## src/rtl/ex_params.svh

```systemverilog
// Width and latency macros for the execute stage, included by every RTL and testbench file

`ifndef EX_PARAMS_SVH
`define EX_PARAMS_SVH

// Data path width of the core
`define EX_XLEN 32

// Register file address width covering the integer and the extra register space
`define EX_RADDR_W 6

// Stall cycles of a MULH or MULHU request
// Counted from the request cycle up to the cycle before the result is ready
`define EX_MULH_CYCLES 3

`endif

```

## src/rtl/ex_op_pkg.sv

```systemverilog
// Operation encodings of the execute stage, imported by the units and the testbench

`default_nettype none

package ex_op_pkg;

  // ALU operators
  // Arithmetic and logic first, then set-less-than, then the branch compares
  typedef enum logic [4:0] {
    ALU_ADD  = 5'd0,
    ALU_SUB  = 5'd1,
    ALU_AND  = 5'd2,
    ALU_OR   = 5'd3,
    ALU_XOR  = 5'd4,
    ALU_SLT  = 5'd5,
    ALU_SLTU = 5'd6,
    ALU_EQ   = 5'd7,
    ALU_NE   = 5'd8,
    ALU_LT   = 5'd9,
    ALU_GE   = 5'd10,
    ALU_LTU  = 5'd11,
    ALU_GEU  = 5'd12
  } alu_op_e;

  // Multiplier operators
  typedef enum logic [1:0] {
    MUL_MUL   = 2'd0,
    MUL_MULH  = 2'd1,
    MUL_MULHU = 2'd2
  } mul_op_e;

  // Multicycle FSM states of the multiplier
  typedef enum logic [1:0] {
    MULT_IDLE = 2'd0,
    MULT_CALC = 2'd1,
    MULT_DONE = 2'd2
  } mult_state_e;

endpackage

`default_nettype wire

```

## src/rtl/ex_port_pkg.sv

```systemverilog
// Packed bundles for the execute-stage requests and register-file ports, shared with the testbench

`default_nettype none

`include "ex_params.svh"

package ex_port_pkg;

  import ex_op_pkg::*;

  // ALU request from the ID/EX register
  typedef struct packed {
    logic                en;
    alu_op_e             op;
    logic [`EX_XLEN-1:0] a;
    logic [`EX_XLEN-1:0] b;
  } alu_req_t;

  // Multiplier request from the ID/EX register
  typedef struct packed {
    logic                en;
    mul_op_e             op;
    logic [`EX_XLEN-1:0] a;
    logic [`EX_XLEN-1:0] b;
  } mult_req_t;

  // One register-file write port
  typedef struct packed {
    logic                   we;
    logic [`EX_RADDR_W-1:0] waddr;
    logic [`EX_XLEN-1:0]    wdata;
  } rf_wport_t;

  // Write-back targets handed over from decode
  typedef struct packed {
    logic                   alu_we;
    logic [`EX_RADDR_W-1:0] alu_waddr;
    logic                   lsu_we;
    logic [`EX_RADDR_W-1:0] lsu_waddr;
  } id_wb_t;

endpackage

`default_nettype wire

```

## src/rtl/ex_alu.sv

```systemverilog
// Single-cycle ALU of the execute stage, computes arithmetic, logic and branch compares

`timescale 1ns/100ps
`default_nettype none

`include "ex_params.svh"

module ex_alu
  import ex_op_pkg::*;
  import ex_port_pkg::*;
(
  input  alu_req_t            alu_req_i,
  output logic [`EX_XLEN-1:0] result_o,
  output logic                cmp_o
);

  localparam int MSB = `EX_XLEN - 1;

  // Shared subtractor with the carry out in the top bit
  logic [`EX_XLEN:0]   sub_res;
  logic [`EX_XLEN-1:0] add_res;
  logic                lt_u;
  logic                lt_s;
  logic                eq;
  logic                is_cmp;
  logic                cmp;

  ////////////////////////////////////////////////////////////
  // Adder and subtractor
  ////////////////////////////////////////////////////////////

  assign add_res = alu_req_i.a + alu_req_i.b;

  // No borrow out of a + ~b + 1 means a >= b unsigned
  assign sub_res = {1'b0, alu_req_i.a} + {1'b0, ~alu_req_i.b}
                   + {{`EX_XLEN{1'b0}}, 1'b1};

  assign lt_u = ~sub_res[`EX_XLEN];

  // Different signs decide by the sign of a, same signs by the difference
  assign lt_s = (alu_req_i.a[MSB] ^ alu_req_i.b[MSB]) ? alu_req_i.a[MSB]
                                                      : sub_res[MSB];

  // Zero difference means equal operands
  assign eq = ~|sub_res[MSB:0];

  ////////////////////////////////////////////////////////////
  // Operator select
  ////////////////////////////////////////////////////////////

  always_comb begin
    result_o = '0;
    cmp      = 1'b0;
    is_cmp   = 1'b1;
    unique case (alu_req_i.op)
      ALU_ADD: begin
        result_o = add_res;
        is_cmp   = 1'b0;
      end
      ALU_SUB: begin
        result_o = sub_res[MSB:0];
        is_cmp   = 1'b0;
      end
      ALU_AND: begin
        result_o = alu_req_i.a & alu_req_i.b;
        is_cmp   = 1'b0;
      end
      ALU_OR: begin
        result_o = alu_req_i.a | alu_req_i.b;
        is_cmp   = 1'b0;
      end
      ALU_XOR: begin
        result_o = alu_req_i.a ^ alu_req_i.b;
        is_cmp   = 1'b0;
      end
      // Compares give the flag zero-extended as result
      ALU_SLT, ALU_LT: cmp = lt_s;
      ALU_SLTU, ALU_LTU: cmp = lt_u;
      ALU_EQ: cmp = eq;
      ALU_NE: cmp = ~eq;
      ALU_GE: cmp = ~lt_s;
      ALU_GEU: cmp = ~lt_u;
      default: is_cmp = 1'b0;
    endcase
    if (is_cmp) begin
      result_o = {{MSB{1'b0}}, cmp};
    end
  end

  // Branch decision flag
  assign cmp_o = cmp;

endmodule

`default_nettype wire

```

## src/rtl/ex_mult.sv

```systemverilog
// Execute-stage multiplier, single-cycle MUL and a multicycle FSM for MULH and MULHU

`timescale 1ns/100ps
`default_nettype none

`include "ex_params.svh"

module ex_mult
  import ex_op_pkg::*;
  import ex_port_pkg::*;
(
  input  logic                clk,
  input  logic                rst_n,
  input  mult_req_t           mult_req_i,
  input  logic                ex_ready_i,
  output logic [`EX_XLEN-1:0] result_o,
  output logic                ready_o,
  output logic                multicycle_o
);

  localparam int CNT_W = $clog2(`EX_MULH_CYCLES);
  // CALC lasts one cycle less than the stall since the request cycle counts too
  localparam logic [CNT_W-1:0] CNT_LAST = CNT_W'(`EX_MULH_CYCLES - 2);

  mult_state_e state_q;
  mult_state_e state_d;
  logic [CNT_W-1:0] cnt_q;

  logic req_high;
  logic req_signed;

  // Operands sign-extended to 33 bits so one signed multiplier serves both
  logic signed [`EX_XLEN:0]     mul_a;
  logic signed [`EX_XLEN:0]     mul_b;
  logic signed [2*`EX_XLEN+1:0] prod;
  logic signed [`EX_XLEN:0]     op_a_q;
  logic signed [`EX_XLEN:0]     op_b_q;
  logic [`EX_XLEN-1:0]          prod_hi_q;

  assign req_high = mult_req_i.en &
                    ((mult_req_i.op == MUL_MULH) | (mult_req_i.op == MUL_MULHU));
  assign req_signed = (mult_req_i.op == MUL_MULH);

  ////////////////////////////////////////////////////////////
  // Shared multiplier
  ////////////////////////////////////////////////////////////

  // Live operands while idle, captured operands during the multicycle op
  always_comb begin
    if (state_q == MULT_IDLE) begin
      mul_a = {req_signed & mult_req_i.a[`EX_XLEN-1], mult_req_i.a};
      mul_b = {req_signed & mult_req_i.b[`EX_XLEN-1], mult_req_i.b};
    end else begin
      mul_a = op_a_q;
      mul_b = op_b_q;
    end
  end

  assign prod = mul_a * mul_b;

  ////////////////////////////////////////////////////////////
  // High-product FSM
  ////////////////////////////////////////////////////////////

  always_comb begin
    state_d = state_q;
    unique case (state_q)
      MULT_IDLE: if (req_high) state_d = MULT_CALC;
      MULT_CALC: if (cnt_q == CNT_LAST) state_d = MULT_DONE;
      // Hold the result until the stage moves on
      MULT_DONE: if (ex_ready_i) state_d = MULT_IDLE;
      default: state_d = MULT_IDLE;
    endcase
  end

  always_ff @(posedge clk or negedge rst_n) begin
    if (!rst_n) begin
      state_q <= MULT_IDLE;
      cnt_q   <= '0;
    end else begin
      state_q <= state_d;
      if (state_q == MULT_CALC) begin
        cnt_q <= cnt_q + 1'b1;
      end else begin
        cnt_q <= '0;
      end
    end
  end

  // Operand capture on request, high half captured at the end of CALC
  always_ff @(posedge clk) begin
    if ((state_q == MULT_IDLE) && req_high) begin
      op_a_q <= mul_a;
      op_b_q <= mul_b;
    end
    if ((state_q == MULT_CALC) && (cnt_q == CNT_LAST)) begin
      prod_hi_q <= prod[2*`EX_XLEN-1:`EX_XLEN];
    end
  end

  ////////////////////////////////////////////////////////////
  // Outputs
  ////////////////////////////////////////////////////////////

  // Low bits do not depend on the sign extension
  assign result_o = (state_q == MULT_DONE) ? prod_hi_q : prod[`EX_XLEN-1:0];

  // Not ready from the request cycle until DONE
  assign ready_o = (state_q == MULT_DONE) | ((state_q == MULT_IDLE) & ~req_high);

  assign multicycle_o = (state_q != MULT_IDLE);

endmodule

`default_nettype wire

```

## src/rtl/ex_wb_ctrl.sv

```systemverilog
// Execute-stage write-port control, forwarding mux, EX/WB register and stall handshake

`timescale 1ns/100ps
`default_nettype none

`include "ex_params.svh"

module ex_wb_ctrl
  import ex_port_pkg::*;
(
  input  logic                clk,
  input  logic                rst_n,

  // Decode hand-over and unit enables
  input  id_wb_t              id_wb_i,
  input  logic                alu_en_i,
  input  logic                mult_en_i,
  input  logic                csr_access_i,
  input  logic                lsu_en_i,

  // Result data
  input  logic [`EX_XLEN-1:0] alu_result_i,
  input  logic [`EX_XLEN-1:0] mult_result_i,
  input  logic [`EX_XLEN-1:0] csr_rdata_i,
  input  logic [`EX_XLEN-1:0] lsu_rdata_i,

  // Stall inputs
  input  logic                mult_ready_i,
  input  logic                lsu_ready_ex_i,
  input  logic                lsu_err_i,
  input  logic                wb_ready_i,
  input  logic                branch_in_ex_i,

  // Write ports and handshake
  output rf_wport_t           alu_wport_o,
  output rf_wport_t           lsu_wport_o,
  output logic                ex_ready_o,
  output logic                ex_valid_o
);

  // EX/WB register
  logic                   lsu_we_q;
  logic [`EX_RADDR_W-1:0] lsu_waddr_q;

  logic units_ready;
  logic lsu_we_next;

  ////////////////////////////////////////////////////////////
  // Forwarding port
  ////////////////////////////////////////////////////////////

  always_comb begin
    alu_wport_o.we    = id_wb_i.alu_we;
    alu_wport_o.waddr = id_wb_i.alu_waddr;
    // CSR wins over the multiplier, the multiplier over the ALU
    if (csr_access_i) begin
      alu_wport_o.wdata = csr_rdata_i;
    end else if (mult_en_i) begin
      alu_wport_o.wdata = mult_result_i;
    end else if (alu_en_i) begin
      alu_wport_o.wdata = alu_result_i;
    end else begin
      alu_wport_o.wdata = '0;
    end
  end

  ////////////////////////////////////////////////////////////
  // EX/WB pipeline register
  ////////////////////////////////////////////////////////////

  // A faulting load never writes back
  assign lsu_we_next = id_wb_i.lsu_we & ~lsu_err_i;

  always_ff @(posedge clk or negedge rst_n) begin
    if (!rst_n) begin
      lsu_we_q <= 1'b0;
    end else if (ex_valid_o) begin
      lsu_we_q <= lsu_we_next;
    end else if (wb_ready_i) begin
      // WB takes a bubble when nothing leaves EX
      lsu_we_q <= 1'b0;
    end
  end

  always_ff @(posedge clk) begin
    if (ex_valid_o && lsu_we_next) begin
      lsu_waddr_q <= id_wb_i.lsu_waddr;
    end
  end

  // Load data arrives in the WB cycle itself
  assign lsu_wport_o.we    = lsu_we_q;
  assign lsu_wport_o.waddr = lsu_waddr_q;
  assign lsu_wport_o.wdata = lsu_rdata_i;

  ////////////////////////////////////////////////////////////
  // Stall handshake
  ////////////////////////////////////////////////////////////

  assign units_ready = mult_ready_i & lsu_ready_ex_i & wb_ready_i;

  // Branches finish in EX, so they release the stage without WB
  assign ex_ready_o = units_ready | branch_in_ex_i;

  // Valid does not look at ex_ready, only at the units and WB
  assign ex_valid_o = (alu_en_i | mult_en_i | csr_access_i | lsu_en_i) & units_ready;

endmodule

`default_nettype wire

```

## src/rtl/ex_stage.sv

```systemverilog
// Execute-stage top level, connects ALU, multiplier and write-port control for the ID and WB stages

`timescale 1ns/100ps
`default_nettype none

`include "ex_params.svh"

module ex_stage
  import ex_port_pkg::*;
(
  input  logic                clk,
  input  logic                rst_n,

  // Requests from the ID/EX register
  input  alu_req_t            alu_req_i,
  input  mult_req_t           mult_req_i,
  input  id_wb_t              id_wb_i,
  input  logic [`EX_XLEN-1:0] alu_operand_c_i,

  // CSR read data
  input  logic                csr_access_i,
  input  logic [`EX_XLEN-1:0] csr_rdata_i,

  // LSU
  input  logic                lsu_en_i,
  input  logic [`EX_XLEN-1:0] lsu_rdata_i,
  input  logic                lsu_ready_ex_i,
  input  logic                lsu_err_i,

  input  logic                branch_in_ex_i,
  input  logic                wb_ready_i,

  // Write ports
  output rf_wport_t           alu_wport_o,
  output rf_wport_t           lsu_wport_o,

  // Branch outcome for IF
  output logic                branch_decision_o,
  output logic [`EX_XLEN-1:0] jump_target_o,

  output logic                mult_multicycle_o,
  output logic                ex_ready_o,
  output logic                ex_valid_o
);

  logic [`EX_XLEN-1:0] alu_result;
  logic [`EX_XLEN-1:0] mult_result;
  logic                mult_ready;

  ////////////////////////////////////////////////////////////
  // Units
  ////////////////////////////////////////////////////////////

  ex_alu alu_inst (
    .alu_req_i (alu_req_i),
    .result_o  (alu_result),
    .cmp_o     (branch_decision_o)
  );

  ex_mult mult_inst (
    .clk          (clk),
    .rst_n        (rst_n),
    .mult_req_i   (mult_req_i),
    .ex_ready_i   (ex_ready_o),
    .result_o     (mult_result),
    .ready_o      (mult_ready),
    .multicycle_o (mult_multicycle_o)
  );

  // Write ports and stall control
  ex_wb_ctrl wb_ctrl_inst (
    .clk            (clk),
    .rst_n          (rst_n),
    .id_wb_i        (id_wb_i),
    .alu_en_i       (alu_req_i.en),
    .mult_en_i      (mult_req_i.en),
    .csr_access_i   (csr_access_i),
    .lsu_en_i       (lsu_en_i),
    .alu_result_i   (alu_result),
    .mult_result_i  (mult_result),
    .csr_rdata_i    (csr_rdata_i),
    .lsu_rdata_i    (lsu_rdata_i),
    .mult_ready_i   (mult_ready),
    .lsu_ready_ex_i (lsu_ready_ex_i),
    .lsu_err_i      (lsu_err_i),
    .wb_ready_i     (wb_ready_i),
    .branch_in_ex_i (branch_in_ex_i),
    .alu_wport_o    (alu_wport_o),
    .lsu_wport_o    (lsu_wport_o),
    .ex_ready_o     (ex_ready_o),
    .ex_valid_o     (ex_valid_o)
  );

  // Target is computed in ID, passed on to IF with the decision
  assign jump_target_o = alu_operand_c_i;

endmodule

`default_nettype wire

```

## config.mk

```make
export PLATFORM = sky130hd
export DESIGN_NAME = ex_stage
export DESIGN_NICKNAME = d
export VERILOG_FILES = /design/src/rtl/ex_op_pkg.sv /design/src/rtl/ex_port_pkg.sv /design/src/rtl/ex_alu.sv /design/src/rtl/ex_mult.sv /design/src/rtl/ex_wb_ctrl.sv /design/src/rtl/ex_stage.sv
export VERILOG_INCLUDE_DIRS = /design/src /design/src/rtl
export SDC_FILE = /design/constraint.sdc
export NUM_CORES = 2
export LEC_CHECK = 0
export BUFFER_PORTS_ARGS = -buffer_cell sky130_fd_sc_hd__buf_2
export CAP_MARGIN = 20
export CORE_MARGIN = 1.5
export CORE_UTILIZATION = 25
export DETAILED_ROUTE_END_ITERATION = 7
export PLACE_DENSITY_LB_ADDON = 0.3
export SLEW_MARGIN = 20
export SYNTH_ARGS = -nofsm -noshare
export SYNTH_HDL_FRONTEND = slang
export SYNTH_SLANG_ARGS = --single-unit
```

## constraint.sdc

```tcl
create_clock -name clk -period 13.25 [get_ports clk]
set_clock_uncertainty 0.15 [all_clocks]
set_input_delay 1.325 -clock clk [delete_from_list [all_inputs] [get_ports clk]]
set_output_delay 1.325 -clock clk [all_outputs]
set_load 0.03 [all_outputs]
```

# Yosys cells after proc, flatten, opt, wreduce, memory -nomap -nowiden

Index checks and enable logic that the tools add are counted.

Bitwise gates (word level): 23
Reduce and logical (&&, ||, !) cells: 13
Mux-type cells: 18
Equal/unequal tests: 20
Multipliers: 1
Add/subtract/negate cells: 4

Operator list:

| operator                                      | number |
|---|---|
| two-way mux 32 bit                            | 5 |
| one-hot mux 32 bit (5 select lines)           | 1 |
| two-way mux 33 bit                            | 2 |
| multiplier 33 x 33 -> 64 bit                  | 1 |
| adder 32 x 32 -> 33 bit                       | 1 |
| adder 33 x 1 -> 33 bit, second input constant | 1 |
| adder 32 bit                                  | 1 |
| bitwise AND 32 bit                            | 1 |
| NOT 32 bit                                    | 1 |
| OR 32 bit                                     | 1 |
| OR reduction 32 bit                           | 1 |
| XOR 32 bit                                    | 1 |
| == test 5 x 4 -> 1 bit, second input constant | 5 |
| == test 5 x 3 -> 1 bit, second input constant | 4 |
| == test 5 x 2 -> 1 bit, second input constant | 2 |
| bitwise AND 1 bit                             | 8 |
| two-way mux 2 bit                             | 4 |
| OR reduction 8 bit                            | 1 |
| == test 2 x 1 -> 1 bit, second input constant | 3 |
| OR 1 bit                                      | 6 |
| one-hot mux 1 bit (6 select lines)            | 1 |
| one-hot mux 2 bit (3 select lines)            | 1 |
| == test 5 x 1 -> 1 bit, second input constant | 1 |
| logical NOT 5 bit                             | 1 |
| 13 further kinds                              | 25 |

Output and inout bits: 114
Input bits: 255
Word-level logic and storage cells: 86
Bits in registers: 109

# Depth between registers and ports, before layout

Depth in word-level cells: 11
Depth in mapped cells: 35
Gate-level depth less buffers: 31

# Modules after synthesis

Synthesis repeated with hierarchy kept, for this count alone.

Cells, all modules: 5631
Area total of the unflattened synthesis: 48684.2 um^2

Modules (own cells, without submodules):

| module     | instances | cells an instance | area each (um^2) | seq. area each (um^2) |
|---|---|---|---|---|
| ex_mult    | 1         | 4483              | 41278.3          | 3042.9 |
| ex_alu     | 1         | 915               | 5746.8           | 0.0 |
| ex_wb_ctrl | 1         | 201               | 1418.9           | 205.2 |
| ex_stage   | 1         | 32                | 240.2            | 0.0 |

# Least setup slack after synthesis

OpenSTA, ideal clock, no wires.

Kind: flip-flop to output port
From: register mult_inst.state_q[1]
To: output alu_wport_o[26] in the netlist's numbering
Arrival time: 8.832 ns
Data required time: 11.775 ns
Stages on the path, launching flop included: 31
Path buffers: 4
Slack: 2.943 ns
Cell sequence: dfrtp_1 > nor2_1 > buf_2 > buf_2 > buf_1 > mux2i_1 > clkbuf_1 > nor2_1 > fa_1 > inv_1 > fa_1 > inv_1 > fa_1 > inv_1 > fa_1 > fa_1 > fa_1 > fa_1 > inv_1 > fa_1 > ha_1 > nand2_1 > a2111o_1 > a31o_2 > and2_1 > o21bai_1 > a21o_1 > a221oi_1 > xnor2_1 > mux2i_1 > o21ai_0

RTL lines:

| element                  | RTL line       | text |
|---|---|---|
| start: declaration       | ex_mult.sv:25  | `mult_state_e state_q;` |
| start signal: assignment | ex_mult.sv:81  | `state_q <= state_d;` |
| end: declaration         | ex_stage.sv:34 | `output rf_wport_t alu_wport_o,` |

==> PnR_summary.wiki <==
{| class="wikitable"
! Metric !! Value
|-
| Number of warnings issued by yosys || 0
|-
| Tightest slew margin relative to the limit || 18.7%
|-
| TritonCTS clock tree || built
|-
| Global placer's final weighted congestion || 0.957
|-
| Number of antenna violations at the first check in global routing || 25
|-
| First-pass GRT wire length || 277,000 um
|-
| Number of unique standard cell types used by synthesis || 89
|-
| Sequential-to-total area share from yosys stat || 6.70%
|-
| WHS || 0.288 ns
|-
| Average wire length per cell after detail routing || 23.1 um
|-
| Top cells by instance count after synthesis || 1,322 x sky130_fd_sc_hd__inv_1, 1,128 x sky130_fd_sc_hd__fa_1, 828 x sky130_fd_sc_hd__nand2_1
|-
| Site Rows || 161
|-
| Post-detailed-route via-to-cell ratio || 4.81
|-
| Sink Count || 109
|-
| Detail Route Antenna Nets || 0
|-
| Worst setup SP type || flip-flop
|-
| Most area-hungry cell type in the Yosys netlist || sky130_fd_sc_hd__fa_1
|-
| Crit path time final || 11.95 ns
|-
| Initial Util || 25.2%
|-
| Deepest level of the CTS H-tree || 3
|-
| Setup fix buffers added after clock tree synthesis || 0
|-
| Post-route DRC || 0
|-
| Most common cell in the netlist || sky130_fd_sc_hd__inv_1
|-
| Critical path required time || 11.77 ns
|-
| Starting DRT DRC Count || 3,127
|-
| Largest net degree at the start of global routing || 50
|-
| Global route overflow || 0
|-
| Post-synthesis to final-layout area growth || 8.79%
|-
| Library cell used as clock root buffer || sky130_fd_sc_hd__clkbuf_16
|-
| Number of max-cap violations || 0
|-
| Via count of the routed design || 39,300
|-
| Final HPWL DP || 158,000 um
|-
| Overall die height || 443 um
|-
| Netlist Area Pre-Place || 48,500 um^2
|-
| Multi-input gate area || 38,800 um^2
|-
| Result of the run || finished, final reports clean
|-
| Die Wd || 443 um
|-
| Fraction of the cycle the final worst path needs || 90.2%
|-
| Min-delay worst type || flip-flop to flip-flop
|-
| Bufs on Longest Clock Path || 2
|-
| Input/output buffers || 226
|-
| Worst-margin pin slew || 1.19 ns
|-
| Final setup vio count || 0
|-
| Total Routed Length || 189,000 um
|-
| Filler cells || 20,800
|-
| Core box area || 193,000 um^2
|-
| Critical path fanouts, max || 23
|-
| Average footprint of a synthesized cell || 8.67 um^2
|-
| Main synth FF type || sky130_fd_sc_hd__edfxtp_1
|-
| Net count reported at finish || 7,324
|-
| Critical path start-end classification || flip-flop to primary output
|-
| Length of the first detailed-routing pass in iterations || 6
|-
| Flip-flop and latch count after synthesis || 109
|-
| Critical Path AT || 10.47 ns
|-
| Number of pins exceeding their max-slew limit in the final report || 0
|-
| GRT Overall Usage || 19.1%
|-
| # resized after CTS || 0
|-
| Via count of the first global-routing pass || 41,600
|-
| Proportion of layout cells with a drive suffix above 1 || 8.11%
|-
| Worst Setup End Kind || primary output
|-
| Highest clock rate || 83.7 MHz
|-
| CTS Buf Count || 9
|-
| Sum of negative setup slack || 0 ns
|-
| Net count after synthesis || 7,286
|-
| Register area || 3250 um^2
|-
| Leading post-synthesis cells by cell area || sky130_fd_sc_hd__fa_1 47%, sky130_fd_sc_hd__inv_1 10%, sky130_fd_sc_hd__ha_1 8.0%
|-
| Area share of the largest cell type after synthesis || 46.6%
|-
| RSZ-0062 raised after global routing || no
|-
| Clock-pin slew reported for the worst setup and hold paths after clock tree synthesis || 0.09 ns
|-
| Maximum cell stage delay along the critical path || 0.86 ns
|-
| Insertion delay of the later-clocked pin in the worst-skew pair || 0.46 ns
|-
| Hold violation total from the final report || 0
|-
| Crit-path slowest cell || sky130_fd_sc_hd__mux2i_2
|-
| Cell count after synthesis || 5,593
|-
| Overall die area || 197,000 um^2
|-
| Number of enable-type register cells in the synthesized netlist || 104
|-
| I/O pin count || 369
|-
| Share of flip-flops with an asynchronous set or reset || 4.59%
|-
| Hold buffer count at CTS || 0
|}
[logic make-up after synthesis]
group,synth area share (%)
buf+inv,13.7
flops,6.70
fa+ha+maj,54.6
mux,1.49
simple gates,13.5
xor+xnor,1.66
compound gates,8.40
[metrics by stage]
step / utilization (%) / cell area [um^2] / setup WS, ns / instances
3_3_place_gp: 27.2 / 52400 / 1.56 / 8145
2_1_floorplan: - / 48500 / 2.94 / 5593
4_1_cts: 27.4 / 52700 / 1.12 / 8161
3_5_place_dp: 27.2 / 52400 / 1.65 / 8145
5_1_grt: 27.4 / 52800 / 0.936 / 8166
6_report: 27.4 / 52800 / 1.30 / 8169
[registers in the layout, summed over array words and instances (netlist names)]
signal,cells
mult_inst.cnt_q,2
mult_inst.op_a_q,33
mult_inst.op_b_q,33
mult_inst.prod_hi_q,32
mult_inst.state_q,2
wb_ctrl_inst.lsu_waddr_q,6
wb_ctrl_inst.lsu_we_q,1
[critical path: cells and delay by family (launching register included)]
kind	cells	cell delay, ns
buffers and inverters	11	1.84
adders and majority gates	9	4.26
xor gates and xnor gates	1	0.32
and+or+nand+nor	7	1.52
AOI/OAI and AO/OA	3	0.72
DFF	1	0.44
muxes	1	0.86
[layout make-up]
class,instances,share of cell area (%)
diodes,7,0.0332
clock buffers,9,0.427
clock inverters,7,0.173
inverters,1349,9.60
multi-input cells,3803,73.6
flip-flops and latches,109,6.16
well taps,2526,5.99
repair buffers,359,4.07
[worst paths after layout]
kind | start | to | slack (ns) | cells after the start
max | mult_inst.state_q[1] | alu_wport_o[31] | 1.30 | 32
min | mult_inst.cnt_q[0] | mult_inst.cnt_q[0] | 0.29 | 1
max reg2reg | mult_inst.state_q[1] | mult_inst.prod_hi_q[21] | 1.64 | 26
min reg2reg | mult_inst.cnt_q[0] | mult_inst.cnt_q[0] | 0.29 | 1
max in group asynchronous | rst_n | mult_inst.state_q[0] | 12.28 | 1
min in group asynchronous | rst_n | wb_ctrl_inst.lsu_we_q | 0.53 | 1
[layer usage]
layer / global-route usage, % / vias up / routed length (um)
met5: 0 / - / 18
met4: 7.10 / 2 / 7290
met3: 3.13 / 316 / 12800
met2: 33.3 / 1551 / 93900
met1: 23.7 / 20600 / 74800
li1: - / 16800 / -
[layout by cell type, fill, tap and decap left out, types with 10 or more instances in the layout]
| master | count |
|---|---|
| sky130_fd_sc_hd__inv_1 | 1321 |
| sky130_fd_sc_hd__a21o_1 | 50 |
| sky130_fd_sc_hd__o21bai_1 | 22 |
| sky130_fd_sc_hd__fa_1 | 1127 |
| sky130_fd_sc_hd__or3_1 | 13 |
| sky130_fd_sc_hd__buf_2 | 226 |
| sky130_fd_sc_hd__nand3_1 | 43 |
| sky130_fd_sc_hd__a221oi_1 | 35 |
| sky130_fd_sc_hd__mux2i_1 | 39 |
| sky130_fd_sc_hd__a21oi_1 | 157 |
| sky130_fd_sc_hd__nor2b_1 | 24 |
| sky130_fd_sc_hd__nor4_1 | 20 |
| sky130_fd_sc_hd__nand2b_1 | 25 |
| sky130_fd_sc_hd__edfxtp_1 | 104 |
| sky130_fd_sc_hd__inv_2 | 12 |
| sky130_fd_sc_hd__and2_1 | 13 |
| sky130_fd_sc_hd__xor2_1 | 20 |
| sky130_fd_sc_hd__nor2_1 | 523 |
| sky130_fd_sc_hd__o21ai_0 | 111 |
| sky130_fd_sc_hd__o21a_1 | 12 |
| sky130_fd_sc_hd__ha_1 | 310 |
| sky130_fd_sc_hd__o221ai_1 | 10 |
| sky130_fd_sc_hd__o22ai_1 | 13 |
| sky130_fd_sc_hd__nor3_1 | 43 |
| sky130_fd_sc_hd__nor3b_1 | 10 |
| sky130_fd_sc_hd__clkinv_1 | 16 |
| sky130_fd_sc_hd__nand4_1 | 18 |
| sky130_fd_sc_hd__o21ai_1 | 10 |
| sky130_fd_sc_hd__a211oi_1 | 26 |
| sky130_fd_sc_hd__nand2_1 | 828 |
| sky130_fd_sc_hd__mux2i_2 | 26 |
| sky130_fd_sc_hd__xnor2_1 | 72 |
| sky130_fd_sc_hd__a22oi_1 | 11 |
| sky130_fd_sc_hd__o211ai_1 | 24 |
| sky130_fd_sc_hd__a31oi_1 | 15 |
| sky130_fd_sc_hd__o31ai_1 | 13 |
| sky130_fd_sc_hd__buf_4 | 131 |
Power is left out: the tool's default activity adds up to more than one toggle a clock period on the data nets, which glitch-free logic cannot reach.
